## config.mk

```make
export PLATFORM = sky130hd
export DESIGN_NAME = rx_packet_fsm
export DESIGN_NICKNAME = d
export VERILOG_FILES = /design/src/lumi_rx_pkg.sv /design/src/rx_packet_fsm.sv
export VERILOG_INCLUDE_DIRS = /design/src /design/src/src
export SDC_FILE = /design/constraint.sdc
export NUM_CORES = 1
export LEC_CHECK = 0
export ABC_AREA = 1
export BUFFER_PORTS_ARGS = -buffer_cell sky130_fd_sc_hd__buf_4
export CAP_MARGIN = 20
export CORE_ASPECT_RATIO = 1.2
export CORE_UTILIZATION = 45
export DETAILED_ROUTE_END_ITERATION = 8
export PLACE_DENSITY = 0.78
export SLEW_MARGIN = 10
export SYNTH_ARGS = -nofsm -noshare
export SYNTH_HDL_FRONTEND = slang
export SYNTH_SLANG_ARGS = --single-unit
export TNS_END_PERCENT = 30
```

## constraint.sdc

```tcl
create_clock -name ioclk -period 3.91 [get_ports ioclk]
set_clock_uncertainty 0.05 [all_clocks]
set_input_delay 0.391 -clock ioclk [delete_from_list [all_inputs] [get_ports ioclk]]
set_output_delay 0.391 -clock ioclk [all_outputs]
set_load 0.02 [all_outputs]
```

## src/lumi_rx_settings.svh

```systemverilog
/*
 * Link receiver settings
 * Widths of the PHY beat, the output word and the packet fields,
 * and the byte counts that frame a packet
 */

`ifndef LUMI_RX_SETTINGS_SVH
`define LUMI_RX_SETTINGS_SVH

// Bus and field widths in bits
`define LUMI_IOW        64
`define LUMI_DW         256
`define LUMI_CW         32
`define LUMI_AW         64

// Packet framing in bytes
`define LUMI_HDR_BYTES  20      // cmd + dstaddr + srcaddr
`define LUMI_CMD_BYTES  4       // Link and invalid packets
`define LUMI_DATA_BYTES 32      // Max payload fills one output word

// Byte offset counter
`define LUMI_CNT_W      6

`endif

```

## src/lumi_rx_pkg.sv

```systemverilog
/*
 * Link receiver package
 * Opcode and state encodings, routing destination and the
 * packet field types shared by the receiver blocks
 */

`include "lumi_rx_settings.svh"

package lumi_rx_pkg;

    //##################################################
    // Encodings
    //##################################################

    typedef enum logic [4:0] {
        OP_INVALID    = 5'd0,
        OP_REQ_READ   = 5'd1,
        OP_RESP_READ  = 5'd2,
        OP_REQ_WRITE  = 5'd3,
        OP_RESP_WRITE = 5'd4,
        OP_REQ_POSTED = 5'd5,
        OP_REQ_ATOMIC = 5'd9,
        OP_LINK       = 5'd15
    } opcode_e;

    typedef enum logic [1:0] {
        ST_IDLE,        // Waiting for first beat
        ST_RECV,        // Collecting remaining beats
        ST_DELIVER      // Holding packet on output port
    } rx_state_e;

    typedef enum logic [1:0] {
        DEST_REQ,
        DEST_RESP,
        DEST_DROP
    } pkt_dest_e;

    //##################################################
    // Field types
    //##################################################

    // Low bits of the command word carry the decode fields
    typedef struct packed {
        logic [`LUMI_CW-17:0] upper;    // Passed through untouched
        logic [7:0]           len;
        logic [2:0]           size;
        logic [4:0]           opcode;
    } cmd_t;

    typedef logic [`LUMI_AW-1:0]    addr_t;
    typedef logic [`LUMI_DW-1:0]    data_t;
    typedef logic [`LUMI_IOW-1:0]   beat_t;
    typedef logic [`LUMI_CNT_W-1:0] byte_cnt_t;

    // Bytes per beat is 2**code for legal codes 1 to 3
    typedef logic [7:0]             iowidth_t;

endpackage

```

## src/rx_packet_fsm.sv

```systemverilog
/*
 * Packet FSM
 * Tracks beats of a packet, drives PHY ready and the
 * valid/ready handshake on the request and response ports
 */

`timescale 1ns/1ps

module rx_packet_fsm (
    input  logic                   ioclk,
    input  logic                   ionreset,
    input  logic                   csr_en,
    input  lumi_rx_pkg::iowidth_t  csr_iowidth,
    input  logic                   phy_rxvld,
    output logic                   phy_rxrdy,
    input  lumi_rx_pkg::byte_cnt_t pkt_bytes,
    input  lumi_rx_pkg::pkt_dest_e pkt_dest,
    input  logic                   req_ready,
    input  logic                   resp_ready,
    output logic                   req_valid,
    output logic                   resp_valid,
    output logic                   beat_take,
    output logic                   first_beat,
    output lumi_rx_pkg::byte_cnt_t byte_cnt
);

    lumi_rx_pkg::rx_state_e state;
    lumi_rx_pkg::rx_state_e state_next;
    lumi_rx_pkg::byte_cnt_t width_bytes;
    lumi_rx_pkg::byte_cnt_t cnt_after;
    logic                   rdy_armed;      // Low for one cycle out of reset
    logic                   last_beat;
    logic                   commit;

    assign width_bytes = lumi_rx_pkg::byte_cnt_t'(1) << csr_iowidth;
    assign cnt_after   = byte_cnt + width_bytes;
    assign last_beat   = (cnt_after >= pkt_bytes);

    //##################################################
    // Handshakes
    //##################################################
    assign phy_rxrdy  = rdy_armed & csr_en & (state != lumi_rx_pkg::ST_DELIVER);
    assign beat_take  = phy_rxvld & phy_rxrdy;
    assign first_beat = (state == lumi_rx_pkg::ST_IDLE);

    assign req_valid  = (state == lumi_rx_pkg::ST_DELIVER) &
                        (pkt_dest == lumi_rx_pkg::DEST_REQ);
    assign resp_valid = (state == lumi_rx_pkg::ST_DELIVER) &
                        (pkt_dest == lumi_rx_pkg::DEST_RESP);
    assign commit     = (req_valid & req_ready) | (resp_valid & resp_ready);

    //##################################################
    // State machine
    //##################################################
    always_comb begin
        state_next = state;
        case (state)
            lumi_rx_pkg::ST_IDLE,
            lumi_rx_pkg::ST_RECV: begin
                if (beat_take) begin
                    if (!last_beat)
                        state_next = lumi_rx_pkg::ST_RECV;
                    else if (pkt_dest == lumi_rx_pkg::DEST_DROP)
                        state_next = lumi_rx_pkg::ST_IDLE;    // Silent drop
                    else
                        state_next = lumi_rx_pkg::ST_DELIVER;
                end
            end
            lumi_rx_pkg::ST_DELIVER: begin
                if (commit)
                    state_next = lumi_rx_pkg::ST_IDLE;
            end
            default: state_next = lumi_rx_pkg::ST_IDLE;
        endcase
    end

    always_ff @(posedge ioclk or negedge ionreset) begin
        if (!ionreset) begin
            state     <= lumi_rx_pkg::ST_IDLE;
            rdy_armed <= 1'b0;
        end else begin
            state     <= state_next;
            rdy_armed <= 1'b1;
        end
    end

    // Byte offset of the next beat returns to zero after the final one
    always_ff @(posedge ioclk or negedge ionreset) begin
        if (!ionreset)
            byte_cnt <= '0;
        else if (beat_take)
            byte_cnt <= last_beat ? '0 : cnt_after;
    end

endmodule

```

==> impl_metrics.csv <==
group,metric,value,unit
run_status,status,"completed",
final_layout,area_growth_syn_to_layout,33.80,%
sta,period_share,0.7378,
logic_synthesis,avgSynthCellArea,7.164,um2
route,drt_iter0_markers,8,
cts,cts.reportedPaths.clkPinSlew,0.06,ns
route,num_vias,883,
cts,post_cts_resized,0,
power_and_ir_drop,vdd_ir_drop_max,0.1437,mV
power_and_ir_drop,power_density,237.5,nW/um2
floorplan,ios,33,
cts,cts-root-buf,"clkbuf_4",
floorplan,die_area,2157,um2
logic_synthesis,ys_ff_latch,9,
logic_synthesis,synth_async_sr_flop_share,1.000,
final_layout,final_area,1189,um2
logic_synthesis,synth_cells,124,
route,drt-wirelength-per-cell,10.96,um
floorplan,die_w,42.56,um
logic_synthesis,syn_nets,158,
logic_synthesis,ys_top_cells_by_area,"dfrtp_1 (25%), ha_1 (15%), nand2_1 (11%)",
route,wirelength,1.973,mm
cts,ctsHtreeMaxLevel,1,
logic_synthesis,yosys_warnings,0,
sta,setup_ws,1.025,ns
logic_synthesis,ys_seq_area_frac,0.2535,
grt,grt_max_degree,10,
place,gp_congestion,0.7821,
logic_synthesis,synth_edf_count,0,
sta,rsz0062_at_grt,"false",
place,hpwl,1.782,mm
logic_synthesis,ys_types,28,
route,via_per_inst,4.906,
sta,timing.final.max_slew_violations,0,
setup_path,end_kind,"flip-flop",
route,drtPass1Iterations,4,
logic_synthesis,synth_top_cell_by_area,"dfrtp_1",
logic_synthesis,yosys.area.top_type_share,0.2535,
logic_synthesis,synthTopCellsByCount,"nand2_1 (26), inv_1 (24), ha_1 (11), dfrtp_1 (9), nor2_1 (9)",
route,ant_nets,0,
final_layout,drive_gt1_frac,0.2733,
logic_synthesis,netlist_area,888.4,um2
logic_synthesis,yosysMostFrequentCell,"nand2_1",
cts,clk_path_buf_depth,2,
final_layout,num-fill-cells,182,
floorplan,start_util,0.4801,
cts,insertion_delay,0.26,ns
setup_path,max_stage_delay,0.40,ns
grt,grt_pass1_wl,3.387,mm
cts,cts_buffers,3,
grt,grtUsageTotal,0.2088,
sta,setup_viol,0,
route,drc,0,
sta,fin_crit,2.885,ns
worst_hold_path,holdCritPathClass,"in2reg",
place,preCtsSetupSlack,0.7049,ns
grt,grt_overflow,0,
setup_path,required,4.01,ns
cts,cts_tree,"done",
grt,antenna_found_initial,0,
logic_synthesis,synthFlopType,"dfrtp_1",
setup_path,crit_chain,"buf_4 > nor2_1 > nand4_1 > nor3_1 > ha_1 > inv_1 > fa_1 > o21ai_0 > xnor2_1 > inv_1 > ha_1 > nand2_1 > nor2_1 > o21ai_2 > nand3_4 > inv_2 > nand3_1 > nand2_1",
cts,cts.sinks,9,
power_and_ir_drop,leakage,0.0006783,uW
final_layout,diodes,0,
final_layout,nets,196,
sta,worst_hold_slack,0.3803,ns
setup_path,crit_type,"in2reg",
sta,setup_tns,0,ns
sta,hold_viol,0,
setup_path,slowest_stage,"fa_1",
grt,grt_pass1_vias,866,
floorplan,rows,17,
floorplan,fp.dieH,50.67,um
place,dpl_cell_area,1152,um2
floorplan,core-area,1851,um2
setup_path,worstPathArrival,2.99,ns
setup_path,setup.worst_path.start_class,"input pin",
cts,post_cts_buffers,0,
run,drv_cap,0,
sta,clock.fmax,0.3466,GHz
place,numPortBuffers,32,
setup_path,path_max_fanout,6,
==> worst paths after layout <==
| kind | startpoint | cells past startpoint | to | slack, ns |
|---|---|---|---|---|
| setup / recovery | csr_iowidth[7] | 18 | byte_cnt[5] | 1.03 |
| hold reg to reg | byte_cnt[0] | 2 | byte_cnt[0] | 0.49 |
| hold / removal | pkt_dest[0] | 3 | state[1] | 0.38 |
| max in group asynchronous | ionreset | 2 | byte_cnt[3] | 3.23 |
| min in group asynchronous | ionreset | 2 | byte_cnt[5] | 0.45 |
| setup reg to reg | byte_cnt[0] | 14 | byte_cnt[5] | 1.35 |
==> layout make-up <==
class	instances	area, um2	share of cell area
multi-input cells	88	559.3	0.4705
repair buffers	33	250.2	0.2105
flip-flops and latches	9	225.2	0.1895
inverters	27	103.9	0.08737
clock buffers	4	26.28	0.02211
well taps	19	23.77	0.02000
==> where the power goes <==
part / switching [uW] / leakage (uW) / internal (uW)
clock network: 33.2 / 0.0000150 / 39.4
logic: 52.9 / 0.000544 / 46.1
registers: 9.10 / 0.000120 / 102
==> cell families (layout without fill, tap and decap cells) <==
group | count (synthesis) | count (layout) | share of synthesized area
AO/OA/AOI/OAI | 16 | 16 | 0.1085
buffers and inverters | 27 | 64 | 0.1169
flip-flops | 9 | 9 | 0.2535
adder cells (fa/ha/maj) | 12 | 12 | 0.1775
XOR/XNOR | 3 | 3 | 0.02958
other | 1 | 1 | 0.004221
AND/OR/NAND/NOR | 56 | 56 | 0.3099
==> cell usage in the layout, fill, tap and decap left out <==
master / n
xnor2_1: 2
clkbuf_4: 3
buf_4: 32
nor2_1: 9
xor2_1: 1
o22ai_1: 1
nand3_4: 1
o2111ai_1: 1
o21ai_0: 2
clkbuf_1: 1
inv_1: 24
a21boi_0: 1
nand2_4: 1
nand2_1: 26
nand4_1: 4
nor2_4: 2
dlygate4sd3_1: 1
o21ai_1: 4
and2_1: 1
inv_4: 1
fa_1: 1
dfrtp_1: 9
o21ai_2: 1
inv_2: 2
nand3_1: 5
ha_1: 11
o21a_1: 1
conb_1: 1
a21oi_1: 4
nor3_1: 6
o21bai_1: 1
nor2_2: 1
==> registers in the layout, indices dropped and copies added, names as in the netlist <==
name	flops
byte_cnt	6
state	2
rdy_armed	1
==> through the flow <==
step | total power, uW | std cells | utilization
floorplan | 166.5 | 124 | -
global placement | 207.9 | 175 | 0.6227
detailed placement | 211.8 | 175 | 0.6227
CTS | 285.3 | 180 | 0.6423
global route | 301.1 | 180 | 0.6423
finish | 282.3 | 180 | 0.6423
==> worst max-delay path: cells and delay by family <==
family                     cells  cell delay, ns
and+or+nand+nor                8            0.89
xor gates and xnor gates       1            0.20
adders and majority gates      3            0.87
buffers and inverters          4            0.30
AOI/OAI and AO/OA              2            0.33
==> per-layer routing <==
layer  global-route usage  vias up  share of wire  wire length [um]
li1                     -      470              -                 -
met4              0.07813        0              0                 0
met1               0.2173      397           0.41               813
met3              0.02878        0          0.035                70
met5                    0        -              0                 0
met2               0.4103       16           0.55              1089
==> timing repair <==
| item | 4_1_cts | 5_1_grt |
|---|---|---|
| hold buffers | 1 | 0 |
| endpoints found under the setup margin | 0 | 0 |
| hold endpoints to repair | 9 | 0 |
Note: power is estimated with default switching activity, not from simulation.
