## config.mk

```make
export PLATFORM = sky130hd
export DESIGN_NAME = rx_header_decode
export DESIGN_NICKNAME = d
export VERILOG_FILES = /design/src/lumi_rx_pkg.sv /design/src/rx_header_decode.sv
export VERILOG_INCLUDE_DIRS = /design/src /design/src/src
export SDC_FILE = /design/constraint.sdc
export NUM_CORES = 1
export LEC_CHECK = 0
export BUFFER_PORTS_ARGS = -buffer_cell sky130_fd_sc_hd__buf_2
export CAP_MARGIN = 0
export CORE_UTILIZATION = 48
export DETAILED_ROUTE_END_ITERATION = 6
export HOLD_SLACK_MARGIN = 0.06
export PLACE_DENSITY_LB_ADDON = 0.15
export SYNTH_ARGS = -nofsm -noshare
export SYNTH_HDL_FRONTEND = slang
export SYNTH_SLANG_ARGS = --single-unit
export TNS_END_PERCENT = 50
```

## constraint.sdc

```tcl
create_clock -name ioclk -period 7.45 [get_ports ioclk]
set_input_delay 1.49 -clock ioclk [delete_from_list [all_inputs] [get_ports ioclk]]
set_output_delay 1.49 -clock ioclk [all_outputs]
set_load 0.05 [all_outputs]
```

## src/lumi_rx_settings.svh

```systemverilog
/*
 * Link receiver settings
 * Widths of the PHY beat, the output word and the packet fields,
 * and the byte counts that frame a packet
 */

`ifndef LUMI_RX_SETTINGS_SVH
`define LUMI_RX_SETTINGS_SVH

// Bus and field widths in bits
`define LUMI_IOW        64
`define LUMI_DW         256
`define LUMI_CW         32
`define LUMI_AW         64

// Packet framing in bytes
`define LUMI_HDR_BYTES  20      // cmd + dstaddr + srcaddr
`define LUMI_CMD_BYTES  4       // Link and invalid packets
`define LUMI_DATA_BYTES 32      // Max payload fills one output word

// Byte offset counter
`define LUMI_CNT_W      6

`endif

```

## src/lumi_rx_pkg.sv

```systemverilog
/*
 * Link receiver package
 * Opcode and state encodings, routing destination and the
 * packet field types shared by the receiver blocks
 */

`include "lumi_rx_settings.svh"

package lumi_rx_pkg;

    //##################################################
    // Encodings
    //##################################################

    typedef enum logic [4:0] {
        OP_INVALID    = 5'd0,
        OP_REQ_READ   = 5'd1,
        OP_RESP_READ  = 5'd2,
        OP_REQ_WRITE  = 5'd3,
        OP_RESP_WRITE = 5'd4,
        OP_REQ_POSTED = 5'd5,
        OP_REQ_ATOMIC = 5'd9,
        OP_LINK       = 5'd15
    } opcode_e;

    typedef enum logic [1:0] {
        ST_IDLE,        // Waiting for first beat
        ST_RECV,        // Collecting remaining beats
        ST_DELIVER      // Holding packet on output port
    } rx_state_e;

    typedef enum logic [1:0] {
        DEST_REQ,
        DEST_RESP,
        DEST_DROP
    } pkt_dest_e;

    //##################################################
    // Field types
    //##################################################

    // Low bits of the command word carry the decode fields
    typedef struct packed {
        logic [`LUMI_CW-17:0] upper;    // Passed through untouched
        logic [7:0]           len;
        logic [2:0]           size;
        logic [4:0]           opcode;
    } cmd_t;

    typedef logic [`LUMI_AW-1:0]    addr_t;
    typedef logic [`LUMI_DW-1:0]    data_t;
    typedef logic [`LUMI_IOW-1:0]   beat_t;
    typedef logic [`LUMI_CNT_W-1:0] byte_cnt_t;

    // Bytes per beat is 2**code for legal codes 1 to 3
    typedef logic [7:0]             iowidth_t;

endpackage

```

## src/rx_header_decode.sv

```systemverilog
/*
 * Header decode
 * Classifies a packet from the command in its first beat and
 * provides total length, payload length and output destination
 */

`timescale 1ns/1ps

`include "lumi_rx_settings.svh"

module rx_header_decode (
    input  logic                   ioclk,
    input  logic                   ionreset,
    input  logic                   first_beat,
    input  logic                   beat_take,
    input  lumi_rx_pkg::beat_t     phy_rxdata,
    output lumi_rx_pkg::byte_cnt_t pkt_bytes,
    output lumi_rx_pkg::byte_cnt_t payload_bytes,
    output lumi_rx_pkg::pkt_dest_e pkt_dest
);

    lumi_rx_pkg::cmd_t      hdr;
    lumi_rx_pkg::opcode_e   opcode;
    logic [15:0]            len_p1;
    logic [15:0]            len_bytes;
    lumi_rx_pkg::byte_cnt_t data_bytes;     // Clamped payload length
    lumi_rx_pkg::byte_cnt_t live_bytes;
    lumi_rx_pkg::byte_cnt_t live_payload;
    lumi_rx_pkg::pkt_dest_e live_dest;
    lumi_rx_pkg::byte_cnt_t held_bytes;
    lumi_rx_pkg::byte_cnt_t held_payload;
    lumi_rx_pkg::pkt_dest_e held_dest;

    // Only the low 16 bits are guaranteed in the first beat
    assign hdr    = lumi_rx_pkg::cmd_t'({{(`LUMI_CW-16){1'b0}}, phy_rxdata[15:0]});
    assign opcode = lumi_rx_pkg::opcode_e'(hdr.opcode);

    assign len_p1    = {8'h00, hdr.len} + 16'd1;
    assign len_bytes = len_p1 << hdr.size;
    assign data_bytes = (len_bytes > 16'(`LUMI_DATA_BYTES)) ?
                        lumi_rx_pkg::byte_cnt_t'(`LUMI_DATA_BYTES) :
                        len_bytes[`LUMI_CNT_W-1:0];

    //##################################################
    // Packet format
    //##################################################
    always_comb begin
        case (opcode)
            lumi_rx_pkg::OP_REQ_READ,
            lumi_rx_pkg::OP_RESP_WRITE: begin    // Metadata only
                live_bytes   = lumi_rx_pkg::byte_cnt_t'(`LUMI_HDR_BYTES);
                live_payload = '0;
            end
            lumi_rx_pkg::OP_RESP_READ,
            lumi_rx_pkg::OP_REQ_WRITE,
            lumi_rx_pkg::OP_REQ_POSTED,
            lumi_rx_pkg::OP_REQ_ATOMIC: begin
                live_bytes   = lumi_rx_pkg::byte_cnt_t'(`LUMI_HDR_BYTES) + data_bytes;
                live_payload = data_bytes;
            end
            default: begin   // Link, invalid and unknown opcodes
                live_bytes   = lumi_rx_pkg::byte_cnt_t'(`LUMI_CMD_BYTES);
                live_payload = '0;
            end
        endcase
    end

    // Routing follows request/response class
    always_comb begin
        case (opcode)
            lumi_rx_pkg::OP_REQ_READ,
            lumi_rx_pkg::OP_REQ_WRITE,
            lumi_rx_pkg::OP_REQ_POSTED,
            lumi_rx_pkg::OP_REQ_ATOMIC: live_dest = lumi_rx_pkg::DEST_REQ;
            lumi_rx_pkg::OP_RESP_READ,
            lumi_rx_pkg::OP_RESP_WRITE: live_dest = lumi_rx_pkg::DEST_RESP;
            default:                    live_dest = lumi_rx_pkg::DEST_DROP;
        endcase
    end

    // Hold decode for the rest of the packet
    always_ff @(posedge ioclk or negedge ionreset) begin
        if (!ionreset) begin
            held_bytes   <= '0;
            held_payload <= '0;
            held_dest    <= lumi_rx_pkg::DEST_DROP;
        end else if (first_beat && beat_take) begin
            held_bytes   <= live_bytes;
            held_payload <= live_payload;
            held_dest    <= live_dest;
        end
    end

    assign pkt_bytes     = first_beat ? live_bytes : held_bytes;
    assign payload_bytes = first_beat ? live_payload : held_payload;
    assign pkt_dest      = first_beat ? live_dest : held_dest;

endmodule

```

==> results of run 1 <==
per-stage QoR:
step	util, %	instance area (µm²)	worst slack [ns]	instances	total power, µW
2_1_floorplan	-	1420	0.814	191	131
3_3_place_gp	55.5	1540	1.23	240	146
3_5_place_dp	55.5	1540	1.20	240	147
4_1_cts	56.8	1580	1.20	244	203
5_1_grt	56.8	1580	0.951	244	214
6_report	56.8	1580	1.17	244	202
placed cells by master, fill, tap and decap left out, types with 2 or more instances in the layout:
cell and n:
inv_1 16, a31oi_1 3, nor3_1 2, nor4b_1 2, or4_1 3, nand3_1 6
nand3b_1 2, dfrtp_1 13, a22o_1 2, buf_2 33, a31o_2 2, o21ai_0 10
or3_1 2, o31ai_1 2, mux2i_1 2, nand2b_1 2, nand2_1 20, clkbuf_4 3
nand4_1 3, xnor2_1 4, nor2_1 14, xor2_1 3, o21ai_1 5, o22ai_1 3
nor2b_1 3, ha_1 2, and3_1 4, o41ai_1 3, nor4_1 5, a21oi_1 14
mux2_2 4
kinds of logic after synthesis:
family / count (synthesis) / share of synthesized area [%]
multiplexers: 7 / 5.65
adder cells (fa/ha/maj): 2 / 1.77
buffers and inverters: 31 / 9.63
XOR/XNOR: 7 / 4.33
AND/OR/NAND/NOR: 75 / 28.5
flip-flops: 14 / 24.8
AO/OA/AOI/OAI: 55 / 25.3
layout make-up:
cell class | instances | area (µm²)
well taps | 31 | 38.8
repair buffers | 33 | 165
fillers | 272 | 1200
multi-input cells | 146 | 928
clock buffers | 4 | 36.3
flip-flops and latches | 14 | 352
inverters | 16 | 60.1
registers in the layout, indices dropped and copies added, names as in the netlist:
register / cells
held_payload: 6
held_bytes: 6
held_dest: 2
power breakdown:
part           switching (µW)  total, µW  internal (µW)
clock network            25.8       55.5           29.8
registers                1.12       80.2           79.1
logic                    43.1       65.8           22.7
path summary, 6_finish.rpt:
check | end | startpoint | cells past startpoint | slack, ns
setup / recovery | pkt_bytes[4] | phy_rxdata[8] | 13 | 1.17
hold / removal | held_payload[3] | held_payload[3] | 2 | 0.48
setup reg to reg | held_dest[1] | held_dest[1] | 2 | 6.69
hold reg to reg | held_payload[3] | held_payload[3] | 2 | 0.48
max in group asynchronous | held_dest[1] | ionreset | 1 | 6.07
min in group asynchronous | held_payload[1] | ionreset | 1 | 1.09
metal layers:
layer,track usage [%],wire length (µm),vias up
li1,-,-,744
met1,32.6,1610,687
met2,35.2,1510,38
met3,5.53,185,5
met4,4.18,22,0
met5,0,0,-
worst max-delay path, stage by stage:
cell	delay, ns
buf_2	0.16
ha_1	0.32
or3_1	0.40
o311a_1	0.12
a32o_1	0.26
o32a_1	0.33
or4b_1	0.62
or2_1	0.30
inv_1	0.06
ha_1	0.19
xnor2_1	0.08
o21ai_0	0.17
buf_2	0.29
==> summary.md, run 1 <==
| Metric | Value |
|---|---|
| # setup viols final | 0 |
| Count leader, synth | nand2_1 |
| Gate count of the mapped netlist | between 150 and 200 |
| Initial antenna violation count | 0 |
| Largest net degree at the start of global routing | 23 |
| # clock sinks | 14 |
| DRT antenna net count | 0 |
| Post-synth top area cell | dfrtp_1 |
| Fraction of layout cells with a size suffix above 1 | between 20% and 30% |
| I/O Buffers | 33 |
| Setup Total Neg Slack | 0 ns |
| Synth-to-layout area growth | 11.6% |
| Htree depth | 1 |
| GR Overflow Total | 0 |
| Number of global-route vias before repair | 1272 |
| Via density | 6.04 |
| Synthesized cell area | ~1400 µm² |
| Iter 0 DRT Violations | 50 |
| Worst-Margin Slew | between 0.5 and 0.6 ns |
| Vias | ~1500 |
| Number of CTS-inserted buffers | 3 |
| Syn nets | about 260 |
| Ranking of synthesized cells by area | dfrtp_1 (23%), nand2_1 (5.3%), a21oi_1 (4.9%) |
| Root Buffer | clkbuf_4 |
| Yosys reg bits | 14 |
| Final hold vios | 0 |
| TritonCTS clock tree | yes |
| Rows | 19 |
| Status | finished, final reports clean |
| Req. time, crit path | 5.96 ns |
| Die width | roughly 56 µm |
| DRT Wirelength | around 3300 µm |
| EDFF count, synth | 0 |
| GRT Overall Usage | between 20% and 30% |
| Most frequent cells after synthesis | nand2_1 (20), inv_1 (16), a21oi_1 (14), nor2_1 (14), dfrtp_1 (13) |
| PwrDens | around 130 nW/µm² |
| Mean Syn Cell Area | about 7.4 µm² |
| Io pins | between 80 and 90 |
| Skew final | 0 ns |
| Data arrival, critical path | around 4.8 ns |
| Worst-Skew Late Latency | slightly below 0.3 ns |
| RSZ-0062 raised after global routing | no |
| TritonRoute pass-1 iters | 4 |
| Vert. Die Dim | around 56 µm |
| Slew Limit Fails | 0 |
| Critical path capture point type | primary output |
| Hold WS | around 0.48 ns |
| Number of antenna diodes | 0 |
| Fin crit period | 6.28 ns |
| Crit share post-route | 84.3% |
| Clock Tree Buf Depth | 2 |
| Worst min path class | reg -> reg |
| # resized after CTS | 0 |
| Hpwl dp | ~2500 µm |
| Post-synth top flop | dfrtp_1 |
| Slew HR | between 60% and 70% |
| Maximum clock rate | 159 MHz |
| Routed WL per cell | roughly 14 µm |
| Hold-fix buffers, CTS | 0 |
| Full die area | 3170 µm² |
| Seq/Total Area, Yosys | between 20% and 30% |
| Critical Path Source Type | input port |
| Synth unique cells | 53 |
| Area of the core | between 2000 and 3000 µm² |
| Crit path max fanout | 10 |
| Placer Congestion | between 0.8 and 0.9 |
| Initial cell density of the core | between 50% and 60% |
| Total setup buffers inserted after CTS | 0 |
| Drt drc | 0 |
| Worst IR Drop VDD | approximately 0.14 mV |
| Synth top area share | around 23% |
| LEAKAGE | 0.000722 µW |
| # nets final | between 200 and 300 |
| Global-route wire length before repair | ~5700 µm |
| Clock slew at reported path FFs | ~0.09 ns |
| Max-cap violations | 0 |
| Asr flop ratio synth | 100% |
| Synth warn | 0 |
| CP Class | in -> out |
No activity file was read; power rests on OpenSTA's default activity.
==> run 2, diff against run 1 <==
--- a/config.mk
+++ b/config.mk
@@ -8,7 +8,7 @@
 export LEC_CHECK = 0
 export BUFFER_PORTS_ARGS = -buffer_cell sky130_fd_sc_hd__buf_2
 export CAP_MARGIN = 0
-export CORE_UTILIZATION = 48
+export CORE_UTILIZATION = 40
 export DETAILED_ROUTE_END_ITERATION = 6
 export HOLD_SLACK_MARGIN = 0.06
 export PLACE_DENSITY_LB_ADDON = 0.15
==> constraint.sdc (replaced) <==
create_clock -name ioclk -period 5.2 [get_ports ioclk]
set_input_delay 1.04 -clock ioclk [delete_from_list [all_inputs] [get_ports ioclk]]
set_output_delay 1.04 -clock ioclk [all_outputs]
set_load 0.05 [all_outputs]
==> run 2 against run 1 <==
Sequential cell count stayed put; die area up 19%; clock power rose by 40%; cell count rose by 8.6%; power grew 46%; global-route usage fell by 2.9 points; utilization shrank 7.4 points; count of clock-buffer cells in the layout did not move; setup slack got worse by 1.0 ns; critical endpoint unchanged.
==> summary.md, run 2 (same netlist as run 1, synthesis figures left out) <==
| Metric | Value |
|---|---|
| Req. time, crit path | about 4.2 ns |
| Skew final | 0 ns |
| GR Overflow Total | 0 |
| DRT antenna net count | 0 |
| Hpwl dp | between 2000 and 3000 µm |
| # setup viols final | 0 |
| Most frequent cells in the layout | buf_2 (32), nand2_1 (20), inv_1 (16) |
| Slew HR | around three fifths |
| Crit share post-route | around 97% |
| DRT Wirelength | 3560 µm |
| Clock Tree Buf Depth | 2 |
| Fin crit period | 5.04 ns |
| Full die area | 3780 µm² |
| Data arrival, critical path | roughly 4.0 ns |
| # clock sinks | 14 |
| CP Class | in -> out |
| Worst-Skew Late Latency | 0.28 ns |
| Global-route wire length before repair | about 5700 µm |
| Slowest cell on crit path | or4b_4 |
| Total setup buffers inserted after CTS | 0 |
| Synth-to-layout area growth | 17.2% |
| Placer Congestion | 0.786 |
| Maximum clock rate | between 150 and 200 MHz |
| Initial cell density of the core | a little over two fifths |
| Final hold vios | 0 |
| Via density | between 5 and 6 |
| Critical Path Source Type | input port |
| Worst IR Drop VDD | between 0.1 and 0.15 mV |
| CP cell instances | buf_2 > ha_2 > or3_1 > o311a_1 > a32o_1 > o32a_1 > or4b_4 > or2_1 > inv_1 > ha_1 > xnor2_1 > o21ai_0 > buf_4 |
| Die width | 61.5 µm |
| Htree depth | 1 |
| Number of antenna diodes | 0 |
| Worst min path class | reg -> reg |
| TritonCTS clock tree | yes |
| LEAKAGE | 0.000756 µW |
| Io pins | just over 80 |
| Vias | 1511 |
| # nets final | 290 |
| Status | finished, final reports clean |
| Max-cap violations | 0 |
| Multi-input logic area | roughly 940 µm² |
| Rows | 21 |
| FILL cells | ~370 |
| Drt drc | 0 |
| Final worst slack | ~0.16 ns |
| TritonRoute pass-1 iters | 4 |
| Fraction of layout cells with a size suffix above 1 | between 20% and 30% |
| Routed WL per cell | approximately 13 µm |
| Critical path capture point type | primary output |
| Crit-path leading delay family | simple AND/OR/NAND/NOR gates |
| Worst-Margin Slew | about 0.58 ns |
| Register Area | ~350 µm² |
| Largest regs | held_bytes (6), held_payload (6), held_dest (2) |
| Area of the core | 3360 µm² |
| Post-Place Setup Slack | -0.0246 ns |
| Largest net degree at the start of global routing | 23 |
| Hold WS | roughly 0.5 ns |
| Crit path max fanout | 7 |
| Initial antenna violation count | 0 |
| CP max stage delay | around 0.53 ns |
| GRT Overall Usage | 19.9% |
| Number of CTS-inserted buffers | 3 |
| Slew Limit Fails | 0 |
| Root Buffer | clkbuf_4 |
| PwrDens | between 150 and 200 nW/µm² |
| Iter 0 DRT Violations | 69 |
| Most common cell after layout, fill and taps aside | buf_2 |
| Number of global-route vias before repair | 1361 |
| Worst Path Buf+Inv | 3 |
| Clock slew at reported path FFs | ~0.08 ns |
| Vert. Die Dim | approximately 60 µm |
| RSZ-0062 raised after global routing | no |
| I/O Buffers | 33 |
run 2: stage by stage:
| step | std cells | setup TNS (ns) | instance area [µm²] | total power [µW] | utilization, % |
|---|---|---|---|---|---|
| floorplan | 191 | -0.665 | 1420 | 188 | - |
| global placement | 261 | 0 | 1620 | 213 | 48.0 |
| detailed placement | 261 | -0.0246 | 1620 | 216 | 48.0 |
| CTS | 265 | 0 | 1650 | 296 | 49.2 |
| global route | 265 | 0 | 1660 | 311 | 49.4 |
| finish | 265 | 0 | 1660 | 293 | 49.4 |
run 2: worst min-delay path, delay by kind of cell, from the launching register on:
family	cells	cell delay [ns]
AOI/OAI and AO/OA	1	0.06
DFF	1	0.37
buffers and inverters	1	0.06
run 2: area by class of cell:
| type | instances | share of cell area, % |
|---|---|---|
| Clock buffer | 4 | 2.19 |
| Inverter | 16 | 3.62 |
| Multi-Input combinational cell | 146 | 56.7 |
| Sequential cell | 14 | 21.2 |
| Tap cell | 46 | 3.47 |
| Timing Repair Buffer | 39 | 12.8 |
run 2: where the power goes:
| group | total [µW] | leakage [µW] | switching [µW] | internal [µW] |
|---|---|---|---|---|
| sequential | 115 | 0.000184 | 1.68 | 113 |
| combinational | 101 | 0.000552 | 64.3 | 36.7 |
| clock | 77.5 | 0.0000210 | 34.9 | 42.6 |
run 2: worst paths after layout:
path | start | end | slack, ns | depth (start not counted)
worst max-delay path | phy_rxdata[9] | pkt_bytes[4] | 0.16 | 13
worst min-delay path | held_dest[1] | held_dest[1] | 0.49 | 2
worst max register to register | held_dest[1] | held_dest[1] | 4.44 | 2
worst min register to register | held_dest[1] | held_dest[1] | 0.49 | 2
max in group asynchronous | ionreset | held_dest[1] | 4.26 | 1
min in group asynchronous | ionreset | held_bytes[3] | 0.65 | 1
run 2: metal layers:
layer / up-vias / global-route usage [%] / routed length (µm)
met5: - / 0 / 0
li1: 751 / - / -
met3: 2 / 3.78 / 152
met2: 33 / 35.5 / 1700
met4: 0 / 3.81 / 14
met1: 725 / 24.9 / 1700
run 2: timing repair:
item                                    CTS  global route
hold buffers                              0             0
gates resized for setup                   1             2
hold endpoints to repair                  0             0
endpoints found under the setup margin    1             7
pin swaps                                 0             0
==> run 3, diff against run 2 <==
--- a/config.mk
+++ b/config.mk
@@ -6,12 +6,13 @@
 export SDC_FILE = /design/constraint.sdc
 export NUM_CORES = 1
 export LEC_CHECK = 0
+export ABC_AREA = 1
 export BUFFER_PORTS_ARGS = -buffer_cell sky130_fd_sc_hd__buf_2
 export CAP_MARGIN = 0
-export CORE_UTILIZATION = 40
+export CORE_UTILIZATION = 41
 export DETAILED_ROUTE_END_ITERATION = 6
 export HOLD_SLACK_MARGIN = 0.06
-export PLACE_DENSITY_LB_ADDON = 0.15
+export PLACE_DENSITY = 0.85
 export SYNTH_ARGS = -nofsm -noshare
 export SYNTH_HDL_FRONTEND = slang
 export SYNTH_SLANG_ARGS = --single-unit
==> run 3 against run 2 <==
Die area is 2.6% higher; via count rose by 12%; power up 3.7%; sequential cell count unchanged; utilization up 0.96 points; first-iteration DRC count grew 25%; critical endpoint unchanged.
==> summary.md, run 3 <==
| Metric | Value |
|---|---|
| Rows | 21 |
| RSZ-0062 raised after global routing | no |
| Total power | between 300 and 400 µW |
| Power share of the clock group | around a quarter |
| Crit path max fanout | 6 |
| Syn nets | ~330 |
| Placer Congestion | around 0.84 |
| Htree depth | 1 |
| Post-synth top area cell | nand2_1 |
| Largest net degree at the start of global routing | 16 |
| Worst-Margin Slew | around 1.1 ns |
| Total setup buffers inserted after CTS | 0 |
| Io pins | between 80 and 90 |
| Worst Path Buf+Inv | 5 |
| Max-cap violations | 0 |
| Status | finished, final reports clean |
| # nets final | between 300 and 400 |
| Count leader, synth | nand2_1 |
| Synth top area share | a little under a quarter |
| Initial cell density of the core | between 40 and 50% |
| Most frequent cells in the layout | nand2_1 (91), nand3_1 (39), buf_2 (33) |
| Post-synth top flop | dfrtp_1 |
| Clock slew at reported path FFs | roughly 0.09 ns |
| Asr flop ratio synth | 100% |
| # clock sinks | 14 |
| Hold-fix buffers, CTS | 0 |
| I/O Buffers | 33 |
| Worst-Skew Late Latency | between 0.2 and 0.3 ns |
| # setup viols final | 0 |
| Fraction of layout cells with a size suffix above 1 | about a fifth |
| CP max stage delay | between 0.3 and 0.4 ns |
| EDFF count, synth | 0 |
| Most Frequent Cell on Critical Path | nand2_1 |
| LEAKAGE | 0.000901 µW |
| PwrDens | 177 nW/µm² |
| Vias | 1698 |
| Most common cell after layout, fill and taps aside | nand2_1 |
| Clock Tree Buf Depth | 2 |
| Number of CTS-inserted buffers | 3 |
| Number of antenna diodes | 0 |
| Seq/Total Area, Yosys | between 20% and 30% |
| Internal Power | approximately 190 µW |
| Mean Syn Cell Area | 5.80 µm² |
| Setup Total Neg Slack | 0 ns |
| GR Overflow Total | 0 |
| Iter 0 DRT Violations | 86 |
| Synth warn | 0 |
| Slew HR | ~28% |
| # resized after CTS | 0 |
| Skew final | 0 ns |
| Most frequent cells after synthesis | nand2_1 (91), nand3_1 (39), inv_1 (23) |
| Req. time, crit path | 4.16 ns |
| Routed WL per cell | around 9.6 µm |
| DRT Wirelength | about 3200 µm |
| GRT Overall Usage | ~18% |
| Fin crit period | 4.46 ns |
| Area of the core | approximately 3400 µm² |
| Synthesized cell area | approximately 1500 µm² |
| TritonRoute pass-1 iters | 4 |
| Drt drc | 0 |
| Flop pwr share | approximately 38% |
| Ranking of synthesized cells by area | nand2_1 (23%), dfrtp_1 (22%), nand3_1 (13%) |
| Die width | approximately 62 µm |
| Switching power total | 116 µW |
| Crit-path leading delay family | simple AND/OR/NAND/NOR gates |
| Number of global-route vias before repair | 1470 |
| Vert. Die Dim | approximately 62 µm |
| CP Class | in -> out |
| Data arrival, critical path | around 3.4 ns |
| DRT antenna net count | 0 |
| Hpwl dp | about 2600 µm |
| Root Buffer | clkbuf_4 |
| Largest regs | held_bytes (6), held_payload (6), held_dest (2) |
| Gate count of the mapped netlist | between 200 and 300 |
| Global-route wire length before repair | ~6000 µm |
| Logic pwr share | 36.0% |
| Critical path capture point type | primary output |
| Initial antenna violation count | 0 |
| Final hold vios | 0 |
| Crit share post-route | approximately 86% |
| CP cell instances | buf_2 > ha_1 > o21ai_2 > nor2_1 > nand2_1 > nand2_1 > clkinv_1 > nand2_1 > clkinv_1 > nand2_1 > nor2_1 > nor2_1 > nor2_4 > nand2_4 > nor2_2 > ha_1 > inv_1 > nand4_1 > nand3_1 > nand2_1 > nand2_1 > nand2_1 > buf_2 |
| Switching part of the total power | between 30% and 40% |
| Slowest cell on crit path | ha_1 |
| Maximum clock rate | 224 MHz |
| Critical Path Source Type | input port |
| Yosys reg bits | 14 |
| Via density | around 5.1 |
| Full die area | 3880 µm² |
| Worst min path class | reg -> reg |
| TritonCTS clock tree | yes |
| Synth unique cells | 33 |
| Worst IR Drop VDD | around 0.17 mV |
| Slew Limit Fails | 0 |
| Synth-to-layout area growth | 15.3% |
run 3: layout make-up:
cell class,count,area [µm²]
repair buffers,33,165
clock buffers,4,36.3
fillers,347,1700
multi-input cells,206,996
inverters,30,113
well taps,46,57.6
flip-flops and latches,14,352
run 3: tightest hold or removal path, cell delays in order, from the launching register on:
cell     delay (ns)
dfrtp_1        0.35
nand2_1        0.06
nand2_1        0.06
run 3: cell families after synthesis:
family / count (synthesis) / synth area share [%]
buffers and inverters: 37 / 9.65
and+or+nand+nor: 168 / 51.7
DFF: 14 / 23.6
AOI/OAI and AO/OA: 36 / 13.4
adders and majority gates: 2 / 1.68
run 3: path summary, 6_finish.rpt:
| kind | depth (start not counted) | slack (ns) | to | startpoint |
|---|---|---|---|---|
| max | 23 | 0.74 | pkt_bytes[4] | phy_rxdata[8] |
| min | 2 | 0.49 | held_bytes[5] | held_bytes[5] |
| max reg2reg | 2 | 4.41 | held_dest[1] | held_dest[1] |
| min reg2reg | 2 | 0.49 | held_bytes[5] | held_bytes[5] |
| max in group asynchronous | 1 | 4.28 | held_dest[1] | ionreset |
| min in group asynchronous | 1 | 0.63 | held_payload[5] | ionreset |
run 3: power groups by stage:
stage                     sequential, µW  combinational, µW  clock [µW]
after floorplan                      117               81.5           0
after global placement               117                108           0
after detailed placement             117                109           0
after CTS                            115                110        81.6
after global routing                 116                125        87.3
final                                115                109        79.8
run 3: through the flow:
step	setup WS, ns	util (%)	cell area (µm²)	std cells	hold slack [ns]
after detailed placement	0.725	49.3	1680	329	0.473
final	0.735	50.3	1720	333	0.492
after global placement	0.728	49.3	1680	329	0.465
after global routing	0.418	50.3	1720	333	0.524
after floorplan	0.500	-	1490	257	0.449
after CTS	0.717	50.3	1720	333	0.494
run 3: metal layers:
layer / share of wire (%) / wire (µm) / GRT usage, %
met5: 0 / 0 / 0
met1: 48 / 1530 / 23.7
met2: 47 / 1500 / 29.5
met4: 0.97 / 31 / 4.07
met3: 4.3 / 138 / 3.68
